### src/design/rv_core_params.svh
//////////////////////////////////////////////////////////////////////
// Core-wide constants
// Word width, register file size and fetch depth
//////////////////////////////////////////////////////////////////////

`ifndef RV_CORE_PARAMS_SVH
`define RV_CORE_PARAMS_SVH

// Data and address width
`define RV_XLEN        32

// Architectural registers, x0 included
`define RV_NUM_REGS    32
`define RV_REG_AW      5

// Max fetch requests in flight
`define RV_FETCH_DEPTH 2

`endif

### src/design/rv_core_pkg.sv
//////////////////////////////////////////////////////////////////////
// Shared types of the core
// Opcode and ALU enums, bus structs, pipeline structs
//////////////////////////////////////////////////////////////////////

`include "rv_core_params.svh"

package rv_core_pkg;

  // Major opcodes of the supported subset
  typedef enum logic [6:0] {
    OP_LUI    = 7'b0110111,
    OP_OPIMM  = 7'b0010011,
    OP_OP     = 7'b0110011,
    OP_LOAD   = 7'b0000011,
    OP_STORE  = 7'b0100011,
    OP_BRANCH = 7'b1100011,
    OP_JAL    = 7'b1101111
  } opcode_e;

  typedef enum logic [2:0] {
    ALU_ADD,
    ALU_SUB,
    ALU_AND,
    ALU_OR,
    ALU_XOR,
    ALU_SLT,
    ALU_PASSB    // LUI, operand b goes straight out
  } alu_op_e;

  // Request side of instr and data bus
  typedef struct packed {
    logic                req;
    logic                we;
    logic [`RV_XLEN-1:0] addr;
    logic [`RV_XLEN-1:0] wdata;
  } mem_req_t;

  typedef struct packed {
    logic                gnt;
    logic                rvalid;
    logic [`RV_XLEN-1:0] rdata;
  } mem_rsp_t;

  // IF -> ID-EX
  typedef struct packed {
    logic                valid;
    logic [`RV_XLEN-1:0] pc;
    logic [31:0]         instr;
  } fetch_t;

  // ID-EX -> IF, taken branch or jump
  typedef struct packed {
    logic                valid;
    logic [`RV_XLEN-1:0] target;
  } redirect_t;

  // ID-EX -> LSU, word access only
  typedef struct packed {
    logic                valid;
    logic                we;
    logic [`RV_XLEN-1:0] addr;
    logic [`RV_XLEN-1:0] wdata;
  } lsu_cmd_t;

endpackage

### src/design/rv_if_stage.sv
//////////////////////////////////////////////////////////////////////
// Instruction fetch stage
// Fetch PC, bus request, prefetch buffer, redirect flush
//////////////////////////////////////////////////////////////////////

`timescale 1ns/10ps
`include "rv_core_params.svh"

module rv_if_stage (
  input  logic                   clk,
  input  logic                   rst_ni,
  input  logic                   fetch_enable_i,
  input  logic [`RV_XLEN-1:0]    boot_addr_i,
  input  rv_core_pkg::mem_rsp_t  instr_rsp_i,
  input  rv_core_pkg::redirect_t redirect_i,
  input  logic                   id_ready_i,
  output rv_core_pkg::mem_req_t  instr_req_o,
  output rv_core_pkg::fetch_t    fetch_o
);

  localparam int unsigned CNT_W = $clog2(`RV_FETCH_DEPTH + 1);
  localparam int unsigned PTR_W = $clog2(`RV_FETCH_DEPTH);

  logic                en_q;       // Fetch enable seen since reset
  logic [`RV_XLEN-1:0] pc_q;       // Address of next request
  logic [`RV_XLEN-1:0] rsp_pc_q;   // PC of next live response
  logic                pend_q;     // Redirect parked behind a held request
  logic [`RV_XLEN-1:0] tgt_q;
  logic [CNT_W-1:0]    out_q;      // Requests in flight, stale ones included
  logic [CNT_W-1:0]    out_d;
  logic [CNT_W-1:0]    drop_q;     // Stale responses still to count off
  logic [CNT_W-1:0]    cnt_q;      // Buffer fill
  logic [PTR_W-1:0]    rd_ptr_q;
  logic [PTR_W-1:0]    wr_ptr_q;
  logic [`RV_XLEN-1:0] buf_pc_q    [`RV_FETCH_DEPTH];
  logic [31:0]         buf_instr_q [`RV_FETCH_DEPTH];
  logic                granted;
  logic                held;
  logic                stale_rsp;
  logic                live_rsp;
  logic                push;
  logic                pop;

  // Issue only if every live response is sure of a buffer slot
  assign instr_req_o.req   = en_q && (out_q < CNT_W'(`RV_FETCH_DEPTH)) &&
                             ((out_q - drop_q + cnt_q) < CNT_W'(`RV_FETCH_DEPTH));
  assign instr_req_o.we    = 1'b0;
  assign instr_req_o.addr  = pc_q;
  assign instr_req_o.wdata = '0;

  assign granted   = instr_req_o.req && instr_rsp_i.gnt;
  assign held      = instr_req_o.req && !instr_rsp_i.gnt;   // Must repeat next cycle
  assign stale_rsp = instr_rsp_i.rvalid && (drop_q != '0);
  assign live_rsp  = instr_rsp_i.rvalid && (drop_q == '0);
  assign push      = live_rsp && !redirect_i.valid;
  assign pop       = fetch_o.valid && id_ready_i;
  assign out_d     = out_q + CNT_W'(granted) - CNT_W'(instr_rsp_i.rvalid);

  assign fetch_o.valid = (cnt_q != '0);
  assign fetch_o.pc    = buf_pc_q[rd_ptr_q];
  assign fetch_o.instr = buf_instr_q[rd_ptr_q];

  //////////////////////////////////////////////////////////////////////
  // PC and in-flight bookkeeping
  //////////////////////////////////////////////////////////////////////

  always_ff @(posedge clk or negedge rst_ni) begin
    if (!rst_ni) begin
      en_q     <= 1'b0;
      pc_q     <= '0;
      rsp_pc_q <= '0;
      pend_q   <= 1'b0;
      out_q    <= '0;
      drop_q   <= '0;
    end else begin
      out_q <= out_d;
      if (!en_q && fetch_enable_i) begin
        en_q     <= 1'b1;
        pc_q     <= boot_addr_i;
        rsp_pc_q <= boot_addr_i;
      end
      if (redirect_i.valid) begin
        drop_q   <= out_d;                 // All in flight is old path
        rsp_pc_q <= redirect_i.target;
        if (held) pend_q <= 1'b1;          // Address frozen until gnt
        else      pc_q   <= redirect_i.target;
      end else begin
        drop_q <= drop_q - CNT_W'(stale_rsp) + CNT_W'(granted && pend_q);
        if (live_rsp) rsp_pc_q <= rsp_pc_q + `RV_XLEN'(4);
        if (granted) begin
          pc_q   <= pend_q ? tgt_q : pc_q + `RV_XLEN'(4);
          pend_q <= 1'b0;
        end
      end
    end
  end

  always_ff @(posedge clk) begin
    if (redirect_i.valid) tgt_q <= redirect_i.target;
  end

  // Prefetch buffer, flushed on redirect
  always_ff @(posedge clk or negedge rst_ni) begin
    if (!rst_ni) begin
      cnt_q    <= '0;
      rd_ptr_q <= '0;
      wr_ptr_q <= '0;
    end else if (redirect_i.valid) begin
      cnt_q    <= '0;
      rd_ptr_q <= '0;
      wr_ptr_q <= '0;
    end else begin
      cnt_q <= cnt_q + CNT_W'(push) - CNT_W'(pop);
      if (push) wr_ptr_q <= wr_ptr_q + PTR_W'(1);
      if (pop)  rd_ptr_q <= rd_ptr_q + PTR_W'(1);
    end
  end

  always_ff @(posedge clk) begin
    if (push) begin
      buf_pc_q[wr_ptr_q]    <= rsp_pc_q;
      buf_instr_q[wr_ptr_q] <= instr_rsp_i.rdata;
    end
  end

  // Bus hold rule, also across a redirect
  a_req_stable : assert property (@(posedge clk) disable iff (!rst_ni)
    held |=> $stable(instr_req_o));

  a_out_bound : assert property (@(posedge clk) disable iff (!rst_ni)
    out_q <= CNT_W'(`RV_FETCH_DEPTH));

endmodule

### src/design/rv_id_ex_stage.sv
//////////////////////////////////////////////////////////////////////
// Decode and execute stage
// Decoder, ALU, branch decision, LSU command and writeback
//////////////////////////////////////////////////////////////////////

`timescale 1ns/10ps
`include "rv_core_params.svh"

module rv_id_ex_stage (
  input  logic                   clk,
  input  logic                   rst_ni,
  input  rv_core_pkg::fetch_t    fetch_i,
  input  logic [`RV_XLEN-1:0]    rs1_rdata_i,
  input  logic [`RV_XLEN-1:0]    rs2_rdata_i,
  input  logic                   lsu_done_i,
  input  logic [`RV_XLEN-1:0]    lsu_rdata_i,
  output logic                   id_ready_o,
  output rv_core_pkg::redirect_t redirect_o,
  output logic [`RV_REG_AW-1:0]  rs1_addr_o,
  output logic [`RV_REG_AW-1:0]  rs2_addr_o,
  output logic                   rf_we_o,
  output logic [`RV_REG_AW-1:0]  rf_waddr_o,
  output logic [`RV_XLEN-1:0]    rf_wdata_o,
  output rv_core_pkg::lsu_cmd_t  lsu_cmd_o
);

  logic [31:0]          instr;
  rv_core_pkg::opcode_e opcode;
  logic [2:0]           funct3;
  logic [`RV_XLEN-1:0]  imm_i, imm_s, imm_b, imm_u, imm_j;
  rv_core_pkg::alu_op_e alu_op;
  logic [`RV_XLEN-1:0]  op_b;
  logic [`RV_XLEN-1:0]  alu_res;
  logic                 wb_en;
  logic                 is_load, is_store, is_br, is_jal;
  logic                 legal;
  logic                 taken;
  logic                 mem_op;
  logic                 accept;

  assign instr  = fetch_i.instr;
  assign opcode = rv_core_pkg::opcode_e'(instr[6:0]);
  assign funct3 = instr[14:12];

  assign rs1_addr_o = instr[19:15];
  assign rs2_addr_o = instr[24:20];
  assign rf_waddr_o = instr[11:7];

  // Sign-extended immediates
  assign imm_i = {{20{instr[31]}}, instr[31:20]};
  assign imm_s = {{20{instr[31]}}, instr[31:25], instr[11:7]};
  assign imm_b = {{19{instr[31]}}, instr[31], instr[7], instr[30:25], instr[11:8], 1'b0};
  assign imm_u = {instr[31:12], 12'b0};
  assign imm_j = {{11{instr[31]}}, instr[31], instr[19:12], instr[20], instr[30:21], 1'b0};

  //////////////////////////////////////////////////////////////////////
  // Decoder
  //////////////////////////////////////////////////////////////////////

  always_comb begin
    alu_op   = rv_core_pkg::ALU_ADD;
    op_b     = imm_i;
    wb_en    = 1'b0;
    is_load  = 1'b0;
    is_store = 1'b0;
    is_br    = 1'b0;
    is_jal   = 1'b0;
    legal    = 1'b1;
    case (opcode)
      rv_core_pkg::OP_LUI: begin
        alu_op = rv_core_pkg::ALU_PASSB;
        op_b   = imm_u;
        wb_en  = 1'b1;
      end
      rv_core_pkg::OP_OPIMM, rv_core_pkg::OP_OP: begin
        wb_en = 1'b1;
        if (opcode == rv_core_pkg::OP_OP) op_b = rs2_rdata_i;
        case (funct3)
          3'b000: alu_op = (opcode == rv_core_pkg::OP_OP && instr[30]) ?
                           rv_core_pkg::ALU_SUB : rv_core_pkg::ALU_ADD;
          3'b010: alu_op = rv_core_pkg::ALU_SLT;
          3'b100: alu_op = rv_core_pkg::ALU_XOR;
          3'b110: alu_op = rv_core_pkg::ALU_OR;
          3'b111: alu_op = rv_core_pkg::ALU_AND;
          default: legal = 1'b0;             // Shifts, SLTU
        endcase
        // funct7 is zero, or SUB's 0100000
        if (opcode == rv_core_pkg::OP_OP && instr[31:25] != 7'b0 &&
            !(instr[31:25] == 7'b0100000 && funct3 == 3'b000)) legal = 1'b0;
      end
      rv_core_pkg::OP_LOAD: begin
        is_load = 1'b1;
        wb_en   = 1'b1;
        legal   = (funct3 == 3'b010);        // LW only
      end
      rv_core_pkg::OP_STORE: begin
        is_store = 1'b1;
        op_b     = imm_s;
        legal    = (funct3 == 3'b010);       // SW only
      end
      rv_core_pkg::OP_BRANCH: begin
        is_br  = 1'b1;
        alu_op = rv_core_pkg::ALU_SUB;       // Zero result means equal
        op_b   = rs2_rdata_i;
        legal  = (funct3[2:1] == 2'b00);     // BEQ, BNE
      end
      rv_core_pkg::OP_JAL: begin
        is_jal = 1'b1;
        wb_en  = 1'b1;
      end
      default: legal = 1'b0;
    endcase
  end

  //////////////////////////////////////////////////////////////////////
  // ALU and branch
  //////////////////////////////////////////////////////////////////////

  always_comb begin
    case (alu_op)
      rv_core_pkg::ALU_SUB:   alu_res = rs1_rdata_i - op_b;
      rv_core_pkg::ALU_AND:   alu_res = rs1_rdata_i & op_b;
      rv_core_pkg::ALU_OR:    alu_res = rs1_rdata_i | op_b;
      rv_core_pkg::ALU_XOR:   alu_res = rs1_rdata_i ^ op_b;
      rv_core_pkg::ALU_SLT:   alu_res = {{(`RV_XLEN-1){1'b0}},
                                         $signed(rs1_rdata_i) < $signed(op_b)};
      rv_core_pkg::ALU_PASSB: alu_res = op_b;
      default:                alu_res = rs1_rdata_i + op_b;   // ADD, address calc
    endcase
  end

  assign taken = is_br && ((alu_res == '0) ^ funct3[0]);    // funct3[0] flips to BNE

  // Stall while a load or store is out on the data bus
  assign mem_op     = fetch_i.valid && legal && (is_load || is_store);
  assign id_ready_o = !mem_op || lsu_done_i;
  assign accept     = fetch_i.valid && id_ready_o;

  assign redirect_o.valid  = accept && legal && (is_jal || taken);
  assign redirect_o.target = fetch_i.pc + (is_jal ? imm_j : imm_b);

  assign lsu_cmd_o.valid = mem_op;
  assign lsu_cmd_o.we    = is_store;
  assign lsu_cmd_o.addr  = alu_res;
  assign lsu_cmd_o.wdata = rs2_rdata_i;

  // Writeback select
  assign rf_we_o    = accept && legal && wb_en;
  assign rf_wdata_o = is_load ? lsu_rdata_i :
                      is_jal  ? fetch_i.pc + `RV_XLEN'(4) : alu_res;

  // Anything IF hands over must be in the subset
  a_legal_instr : assert property (@(posedge clk) disable iff (!rst_ni)
    accept |-> legal);

endmodule

### src/design/rv_register_file.sv
//////////////////////////////////////////////////////////////////////
// Register file with x0 hardwired to zero
// Two combinational read ports, one write port
//////////////////////////////////////////////////////////////////////

`timescale 1ns/10ps
`include "rv_core_params.svh"

module rv_register_file (
  input  logic                  clk,
  input  logic                  rst_ni,
  input  logic [`RV_REG_AW-1:0] raddr_a_i,
  input  logic [`RV_REG_AW-1:0] raddr_b_i,
  input  logic                  we_i,
  input  logic [`RV_REG_AW-1:0] waddr_i,
  input  logic [`RV_XLEN-1:0]   wdata_i,
  output logic [`RV_XLEN-1:0]   rdata_a_o,
  output logic [`RV_XLEN-1:0]   rdata_b_o
);

  logic [`RV_XLEN-1:0] regs_q [1:`RV_NUM_REGS-1];   // No storage for x0

  // One read port, same for a and b
  function automatic logic [`RV_XLEN-1:0] read_port(input logic [`RV_REG_AW-1:0] addr);
    if (addr == '0) return '0;
    return regs_q[addr];   // Value before any same-cycle write
  endfunction

  always_comb begin
    rdata_a_o = read_port(raddr_a_i);
    rdata_b_o = read_port(raddr_b_i);
  end

  always_ff @(posedge clk or negedge rst_ni) begin
    if (!rst_ni) begin
      for (int i = 1; i < `RV_NUM_REGS; i++) regs_q[i] <= '0;
    end else if (we_i && waddr_i != '0) begin
      regs_q[waddr_i] <= wdata_i;
    end
  end

endmodule

### src/design/rv_load_store_unit.sv
//////////////////////////////////////////////////////////////////////
// Load-store unit
// Word access on the data bus, one command at a time
//////////////////////////////////////////////////////////////////////

`timescale 1ns/10ps
`include "rv_core_params.svh"

module rv_load_store_unit (
  input  logic                  clk,
  input  logic                  rst_ni,
  input  rv_core_pkg::lsu_cmd_t lsu_cmd_i,
  input  rv_core_pkg::mem_rsp_t data_rsp_i,
  output rv_core_pkg::mem_req_t data_req_o,
  output logic                  lsu_done_o,
  output logic [`RV_XLEN-1:0]   lsu_rdata_o
);

  typedef enum logic {
    IDLE,
    WAIT_RSP
  } lsu_state_e;

  lsu_state_e state_q, state_d;

  // Command is held by ID-EX, so the request holds until gnt
  assign data_req_o.req   = (state_q == IDLE) && lsu_cmd_i.valid;
  assign data_req_o.we    = lsu_cmd_i.we;
  assign data_req_o.addr  = lsu_cmd_i.addr;
  assign data_req_o.wdata = lsu_cmd_i.wdata;

  always_comb begin
    state_d    = state_q;
    lsu_done_o = 1'b0;
    case (state_q)
      IDLE: begin
        if (data_req_o.req && data_rsp_i.gnt) state_d = WAIT_RSP;
      end
      WAIT_RSP: begin
        if (data_rsp_i.rvalid) begin
          lsu_done_o = 1'b1;        // Releases ID-EX this cycle
          state_d    = IDLE;
        end
      end
      default: state_d = IDLE;
    endcase
  end

  assign lsu_rdata_o = data_rsp_i.rdata;   // Valid with done on a load

  always_ff @(posedge clk or negedge rst_ni) begin
    if (!rst_ni) state_q <= IDLE;
    else         state_q <= state_d;
  end

  a_req_stable : assert property (@(posedge clk) disable iff (!rst_ni)
    data_req_o.req && !data_rsp_i.gnt |=> $stable(data_req_o));

  // Memory answers only a granted request
  a_rsp_expected : assert property (@(posedge clk) disable iff (!rst_ni)
    data_rsp_i.rvalid |-> state_q == WAIT_RSP);

endmodule

### src/design/rv_core.sv
//////////////////////////////////////////////////////////////////////
// RV32I core top level
// Fetch, decode-execute, register file and load-store unit
//////////////////////////////////////////////////////////////////////

`timescale 1ns/10ps
`include "rv_core_params.svh"

module rv_core (
  input  logic                  clk,
  input  logic                  rst_ni,
  input  logic                  fetch_enable_i,
  input  logic [`RV_XLEN-1:0]   boot_addr_i,
  input  rv_core_pkg::mem_rsp_t instr_rsp_i,
  input  rv_core_pkg::mem_rsp_t data_rsp_i,
  output rv_core_pkg::mem_req_t instr_req_o,
  output rv_core_pkg::mem_req_t data_req_o
);

  rv_core_pkg::fetch_t    fetch;
  rv_core_pkg::redirect_t redirect;
  rv_core_pkg::lsu_cmd_t  lsu_cmd;
  logic                   id_ready;
  logic [`RV_REG_AW-1:0]  rs1_addr, rs2_addr, rf_waddr;
  logic [`RV_XLEN-1:0]    rs1_rdata, rs2_rdata, rf_wdata;
  logic                   rf_we;
  logic                   lsu_done;
  logic [`RV_XLEN-1:0]    lsu_rdata;

  //////////////////////////////////////////////////////////////////////
  // Fetch
  //////////////////////////////////////////////////////////////////////

  rv_if_stage if_stage_inst (
    .clk            ( clk            ),
    .rst_ni         ( rst_ni         ),
    .fetch_enable_i ( fetch_enable_i ),
    .boot_addr_i    ( boot_addr_i    ),
    .instr_rsp_i    ( instr_rsp_i    ),
    .redirect_i     ( redirect       ),   // Taken branch or JAL
    .id_ready_i     ( id_ready       ),
    .instr_req_o    ( instr_req_o    ),
    .fetch_o        ( fetch          )
  );

  //////////////////////////////////////////////////////////////////////
  // Decode, execute, writeback
  //////////////////////////////////////////////////////////////////////

  rv_id_ex_stage id_ex_stage_inst (
    .clk         ( clk       ),
    .rst_ni      ( rst_ni    ),
    .fetch_i     ( fetch     ),
    .rs1_rdata_i ( rs1_rdata ),
    .rs2_rdata_i ( rs2_rdata ),
    .lsu_done_i  ( lsu_done  ),
    .lsu_rdata_i ( lsu_rdata ),
    .id_ready_o  ( id_ready  ),
    .redirect_o  ( redirect  ),
    .rs1_addr_o  ( rs1_addr  ),
    .rs2_addr_o  ( rs2_addr  ),
    .rf_we_o     ( rf_we     ),
    .rf_waddr_o  ( rf_waddr  ),
    .rf_wdata_o  ( rf_wdata  ),
    .lsu_cmd_o   ( lsu_cmd   )
  );

  rv_register_file register_file_inst (
    .clk       ( clk       ),
    .rst_ni    ( rst_ni    ),
    .raddr_a_i ( rs1_addr  ),
    .raddr_b_i ( rs2_addr  ),
    .we_i      ( rf_we     ),
    .waddr_i   ( rf_waddr  ),
    .wdata_i   ( rf_wdata  ),
    .rdata_a_o ( rs1_rdata ),
    .rdata_b_o ( rs2_rdata )
  );

  //////////////////////////////////////////////////////////////////////
  // Data bus
  //////////////////////////////////////////////////////////////////////

  rv_load_store_unit load_store_unit_inst (
    .clk         ( clk        ),
    .rst_ni      ( rst_ni     ),
    .lsu_cmd_i   ( lsu_cmd    ),
    .data_rsp_i  ( data_rsp_i ),
    .data_req_o  ( data_req_o ),
    .lsu_done_o  ( lsu_done   ),   // Ends the ID-EX stall
    .lsu_rdata_o ( lsu_rdata  )
  );

endmodule

### config.mk
export PLATFORM = sky130hd
export DESIGN_NAME = rv_core
export DESIGN_NICKNAME = d
export VERILOG_FILES = /design/src/design/rv_core_pkg.sv /design/src/design/rv_if_stage.sv /design/src/design/rv_id_ex_stage.sv /design/src/design/rv_register_file.sv /design/src/design/rv_load_store_unit.sv /design/src/design/rv_core.sv
export VERILOG_INCLUDE_DIRS = /design/src /design/src/design
export SDC_FILE = /design/constraint.sdc
export NUM_CORES = 2
export LEC_CHECK = 0
export CORE_MARGIN = 2
export CORE_UTILIZATION = 55
export CTS_CLUSTER_DIAMETER = 100
export CTS_CLUSTER_SIZE = 8
export DETAILED_ROUTE_END_ITERATION = 16
export DONT_BUFFER_PORTS = 1
export PLACE_DENSITY = 0.71
export SLEW_MARGIN = 20
export SYNTH_ARGS = -nofsm -noshare
export SYNTH_HDL_FRONTEND = slang
export SYNTH_SLANG_ARGS = --single-unit
### constraint.sdc
create_clock -name clk -period 22 [get_ports clk]
set_input_delay 3.3 -clock clk [delete_from_list [all_inputs] [get_ports clk]]
set_output_delay 3.3 -clock clk [all_outputs]
set_load 0.005 [all_outputs]
# Yosys cells after proc, flatten, opt, wreduce, memory -nomap -nowiden
# Memories as Yosys holds them, arrays and structs flattened.
# Index checks and enable logic that the tools add are counted.
dict set report totals {
  memories 2
  elab_cells 202
  ram_bits 128
  regBits 1099
  output_inout_bits 132
  in_bits 103
}
dict set report classes {
  magnitude_cmp 7
  reduce_logical 52
  eq_ne 19
  addsub 16
  n_mux 56
  n_bitwise 8
}
# memory depth word_bits rd rd_clocked_by_memory_dff write_ports line_no
set memory_table {}
lappend memory_table {if_stage_inst.buf_instr_q 2 32 1 0 1 rv_if_stage.sv:36} ;# logic [31:0] buf_instr_q [`RV_FETCH_DEPTH];
lappend memory_table {if_stage_inst.buf_pc_q 2 32 1 0 1 rv_if_stage.sv:35} ;# logic [`RV_XLEN-1:0] buf_pc_q [`RV_FETCH_DEPTH];
# operator count
set ops {}
lappend ops {{$bwmux 992} 1}
lappend ops {{$mux 32} 20}
lappend ops {{$bmux 32 s5} 2}
lappend ops {{$pmux 32 s6} 1}
lappend ops {{$demux 32 s5} 1}
lappend ops {{$pmux 32 s4} 1}
lappend ops {{$add 32x3->32 const B} 3}
lappend ops {{$add 32x32->32} 2}
lappend ops {{$and 32x32->32} 1}
lappend ops {{$logic_not 32->1} 1}
lappend ops {{$lt 32x32->1} 1}
lappend ops {{$or 32x32->32} 1}
lappend ops {{$sub 32x32->32} 1}
lappend ops {{$xor 32x32->32} 1}
lappend ops {{$eq 7x6->1 const B} 4}
lappend ops {{$logic_and 1x1->1} 24}
lappend ops {{$mux 1} 23}
lappend ops {{$mux 20} 1}
lappend ops {{$eq 3x3->1 const B} 6}
lappend ops {{$ge 6x6->1 const B} 3}
lappend ops {{$not 5->6} 3}
lappend ops {{$pmux 3 s5} 1}
lappend ops {{$eq 7x7->1 const B} 2}
lappend ops {{$logic_not 5->1} 2}
lappend ops {{29 further kinds} 52}

# Depth between registers and ports, before layout
# An unclocked memory read counts as a cell.
dict set report depth {
  ltp_word 20
  ltp_mapped 50
  depth_no_buf 35
}

# By module
# From an unflattened synthesis, not the netlist that was laid out.
dict set report unflattened {
  hier_cells 6667
  area_unflattened_um2 75392.3
}
# mod area_each_um2 instances seq_area_each_um2 cells_per_inst
set by_module_without_submodules {}
lappend by_module_without_submodules {rv_register_file 53284.9 1 24823.8 4084}
lappend by_module_without_submodules {rv_if_stage 11768.8 1 6656.4 993}
lappend by_module_without_submodules {rv_id_ex_stage 9557.9 1 0.0 1488}
lappend by_module_without_submodules {rv_load_store_unit 780.7 1 25.0 102}

# Least setup slack after synthesis
# Ideal clock, no wire load.
dict set report synth_path {
  path_kind {register to register}
  from {register if_stage_inst.rd_ptr_q}
  to {memory if_stage_inst.buf_instr_q[0][0] (enable)}
  path_stages_with_launch 45
  t_required_ns 21.435
  path_buffers 15
  setup_ns 0.565
  slack_ns 7.260
  synth_period_minus_slack_ns 14.740
  t_arrival_ns 14.176
  cell_sequence {dfrtp_1 -> buf_6 -> mux2_2 -> buf_4 -> buf_4 -> buf_2 -> buf_4 -> buf_2 -> buf_2 -> buf_1 -> clkbuf_1 -> clkbuf_1 -> clkbuf_1 -> mux2i_1 -> o21ai_0 -> o211ai_1 -> a31oi_1 -> o22ai_1 -> [... 9 more ...] -> a311oi_2 -> o311ai_2 -> a21oi_2 -> or4_1 -> nand4_1 -> a311oi_1 -> a211o_1 -> a31o_1 -> or4b_1 -> nor4_2 -> mux2i_1 -> and2_1 -> buf_6 -> clkinv_2 -> buf_6 -> buf_6 -> buf_6 -> nor3_1}
}
# element line_no
set synth_rtl {}
lappend synth_rtl {{start, declared} rv_if_stage.sv:33} ;# logic [PTR_W-1:0] rd_ptr_q;
lappend synth_rtl {{start signal, assigned} rv_if_stage.sv:115} ;# if (pop) rd_ptr_q <= rd_ptr_q + PTR_W'(1);
lappend synth_rtl {{end, declared} rv_if_stage.sv:36}

==> results.py <==
metrics = {
    "status": {
        "status": "finished, final reports clean",
    },
    "worst_setup_path": {
        "max_stage_delay_ns": 0.93,
        "critPathKind": "reg2out",
        "r2r_end": "if_stage_inst.buf_instr_q[0][1]$_DFFE_PP_",
        "rr_worst_depth": 36,
        "crit_top_cell": "buf_4",
        "cp-start-kind": "flip-flop",
        "crit_start": "if_stage_inst.rd_ptr_q$_DFFE_PN0P_",
        "cp-end-kind": "output port",
        "cp.required_ns": 18.70,
        "reg2reg_slack_ns": 8.52,
        "slowest_stage": "dfrtp_4",
        "cp_max_fo": 69,
        "reg2reg_from": "if_stage_inst.rd_ptr_q$_DFFE_PN0P_",
        "crit_arrival_ns": 10.62,
    },
    "synthesis": {
        "synth_flop_cell": "dfrtp_1",
        "synthMostInstantiatedCell": "nand2_1",
        "yosys_warnings": 0,
        "yosys.area.top_type": "dfrtp_1",
        "synth-seq-cells": 1227,
        "synth_enable_flop_cells": 160,
        "synthArstFlopShare_pct": 87.0,
        "avgSynthCellArea_um2": 9.34,
        "yosysSeqAreaShare_pct": 40.8,
        "ys_types": 120,
        "synth_top_cell_area_share_pct": 34.6,
        "synth_area_um2": 77300,
        "syn_inst": 8270,
        "synth_commonest_cells": "nand2_1, dfrtp_1, o21ai_0",
        "yosys-top-cells-area": "dfrtp_1, mux4_2, nand2_1",
    },
    "placement": {
        "dp_hpwl_mm": 198,
        "port_buffers": 0,
        "gp_congestion": 1.04,
    },
    "routing": {
        "vias": 71000,
        "vias_per_cell": 7.22,
        "wl_per_cell_um": 32.1,
        "first_pass_iters": 10,
        "drt_wl_total_mm": 316,
        "detail-route-antenna-nets": 0,
        "drtIter0Drc": 11400,
        "drc": 0,
    },
    "clocking": {
        "postCtsSetupBuffers": 0,
        "cts_root_buf": "clkbuf_16",
        "cts_resized": 0,
        "cts_sinks": 1227,
        "cts_tree": "yes",
        "clockBufferDepth": 3,
        "ctsHoldBuffers": 0,
        "cts_made_buffers": 172,
        "clock_latency_ns": 0.83,
        "clk_pin_slew_ns": 0.06,
        "cts-htree-levels": 4,
    },
    "worst_hold_path": {
        "hold_path.class": "reg2reg",
        "holdCritStartpoint": "register_file_inst.regs_q[450]$_DFFE_PN0P_",
        "hold_depth": 2,
        "min_to": "register_file_inst.regs_q[450]$_DFFE_PN0P_",
    },
    "global_routing": {
        "grt_pass1_vias": 67200,
        "grt_pass1_wl_mm": 458,
        "grt_usage_pct": 43.5,
        "antenna_found_initial": 20,
        "gr-total-overflow": 0,
        "grt_max_degree": 226,
    },
    "sta": {
        "slew_headroom_pct": 10.6,
        "final_max_slew_viol_count": 0,
        "finalSetupTns_ns": 0,
        "period_needed_ns": 13.92,
        "finClkSkew_ns": 0.0423,
        "grt_setup_unrepaired": "no",
        "setup_viol": 0,
        "timing.hold.ws_ns": 0.480,
        "period_share_pct": 63.3,
        "tightest_slew_ns": 1.33,
        "hold_violations": 0,
        "timing.fmax_mhz": 71.8,
    },
    "floorplanning": {
        "core_um2": 140000,
        "die_h_um": 379,
        "die_w_um": 379,
        "placementRows": 137,
        "initial_core_util_pct": 55.4,
        "die_area_um2": 144000,
        "io-pin-count": 235,
    },
    "power": {
        "leakage_nw": 34.2,
        "p_per_area_nw_per_um2": 144,
        "vdd_ir_drop_max_mv": 0.177,
    },
    "finish": {
        "drive_gt1_share_pct": 15.0,
        "fillers": 11900,
        "synthToLayoutAreaGrowth_pct": 7.79,
        "nets": 8111,
    },
    "run": {
        "drv_cap": 0,
    },
}
-- sequential cells by signal (all words and copies together) (netlist names) --
register / cells
if_stage_inst.buf_instr_q: 64
if_stage_inst.buf_pc_q: 64
if_stage_inst.cnt_q: 2
if_stage_inst.drop_q: 2
if_stage_inst.en_q: 1
if_stage_inst.out_q: 2
if_stage_inst.pc_q: 32
if_stage_inst.pend_q: 1
if_stage_inst.rd_ptr_q: 1
if_stage_inst.rsp_pc_q: 32
if_stage_inst.tgt_q: 32
if_stage_inst.wr_ptr_q: 1
load_store_unit_inst.state_q: 1
register_file_inst.regs_q: 992
-- critical path: cells and delay by family (launching register included) --
| kind | cells | cell delay [ns] |
|---|---|---|
| AND/OR/NAND/NOR | 6 | 1.44 |
| flip-flops | 1 | 0.93 |
| AO/OA/AOI/OAI | 15 | 4.17 |
| adder cells (fa/ha/maj) | 1 | 0.54 |
| buffers and inverters | 5 | 2.64 |
-- where the power goes --
| part | total (W) | switching, W | internal, W |
|---|---|---|---|
| Sequential | 0.00263 | 0.000163 | 0.00247 |
| Clock | 0.00245 | 0.00102 | 0.00143 |
| Combinational | 0.00690 | 0.00507 | 0.00184 |
-- metrics by stage --
stage	setup WS (ns)	area [um^2]	util, %	instances	power (W)
after floorplan	7.26	77400	-	8302	0.00668
after detailed placement	9.14	78500	56.3	9596	0.00921
final	8.08	83300	59.7	9832	0.0120
after global routing	7.91	83300	59.7	9827	0.0123
after CTS	8.55	83200	59.6	9817	0.0117
after global placement	9.28	78400	56.2	9593	0.00917
-- how the worst max path moves through the flow --
stage                                                       endpoint  slack (ns)  depth (start not counted)
after CTS                                             data_req_o[62]        8.55                         27
after global placement    if_stage_inst.buf_instr_q[0][12]$_DFFE_PP_        9.28                         36
after detailed placement   if_stage_inst.buf_instr_q[0][3]$_DFFE_PP_        9.14                         36
after floorplan            if_stage_inst.buf_instr_q[0][0]$_DFFE_PP_        7.26                         44
final                                                 data_req_o[62]        8.08                         27
after global routing                                  data_req_o[62]        7.91                         27
-- metal layers --
metal	part of all wire (%)	track usage [%]	vias up
met4	8.8	31.4	18
met1	36	55.8	34600
li1	-	-	29400
met2	41	60.8	5563
met5	0.040	0	-
met3	14	15.3	1395
-- logic make-up after synthesis --
| logic type | share of synthesized area [%] |
|---|---|
| buffers and inverters | 5.52 |
| adders and majority gates | 1.83 |
| xor gates and xnor gates | 1.25 |
| DFF | 40.8 |
| AOI/OAI and AO/OA | 21.5 |
| other | 0.00485 |
| and+or+nand+nor | 13.4 |
| muxes | 15.8 |
-- layout make-up --
cell class	instances	area, um^2	share of cell area, %
clock inverter	13	179	0.215
sequential	1227	31500	37.8
antenna	12	30.0	0.0360
multi-input combinational	6108	42200	50.7
timing repair buffer	210	1800	2.16
clock buffer	208	4550	5.46
inverter	178	673	0.808
tap	1876	2350	2.82
-- layout by cell type (no fill, tap or decap), drive strengths merged, types with 39 or more instances in the layout --
master and instances:
nand2 1555, dfrtp 1067, o21ai 1035, a21oi 382, mux2 332, nor2 302, mux4 283, buf 210
clkbuf 208, mux2i 203, inv 185, a211oi 184, edfxtp 160, nand3 118, o211ai 112, ha 108
a31oi 108, a21boi 104, o22ai 102, nor3 99, nor2b 67, xnor2 66, a221oi 63, o221ai 50
and3 49, xor2 44, and2 43, o31ai 39
Note: power is estimated with default switching activity, not from simulation.
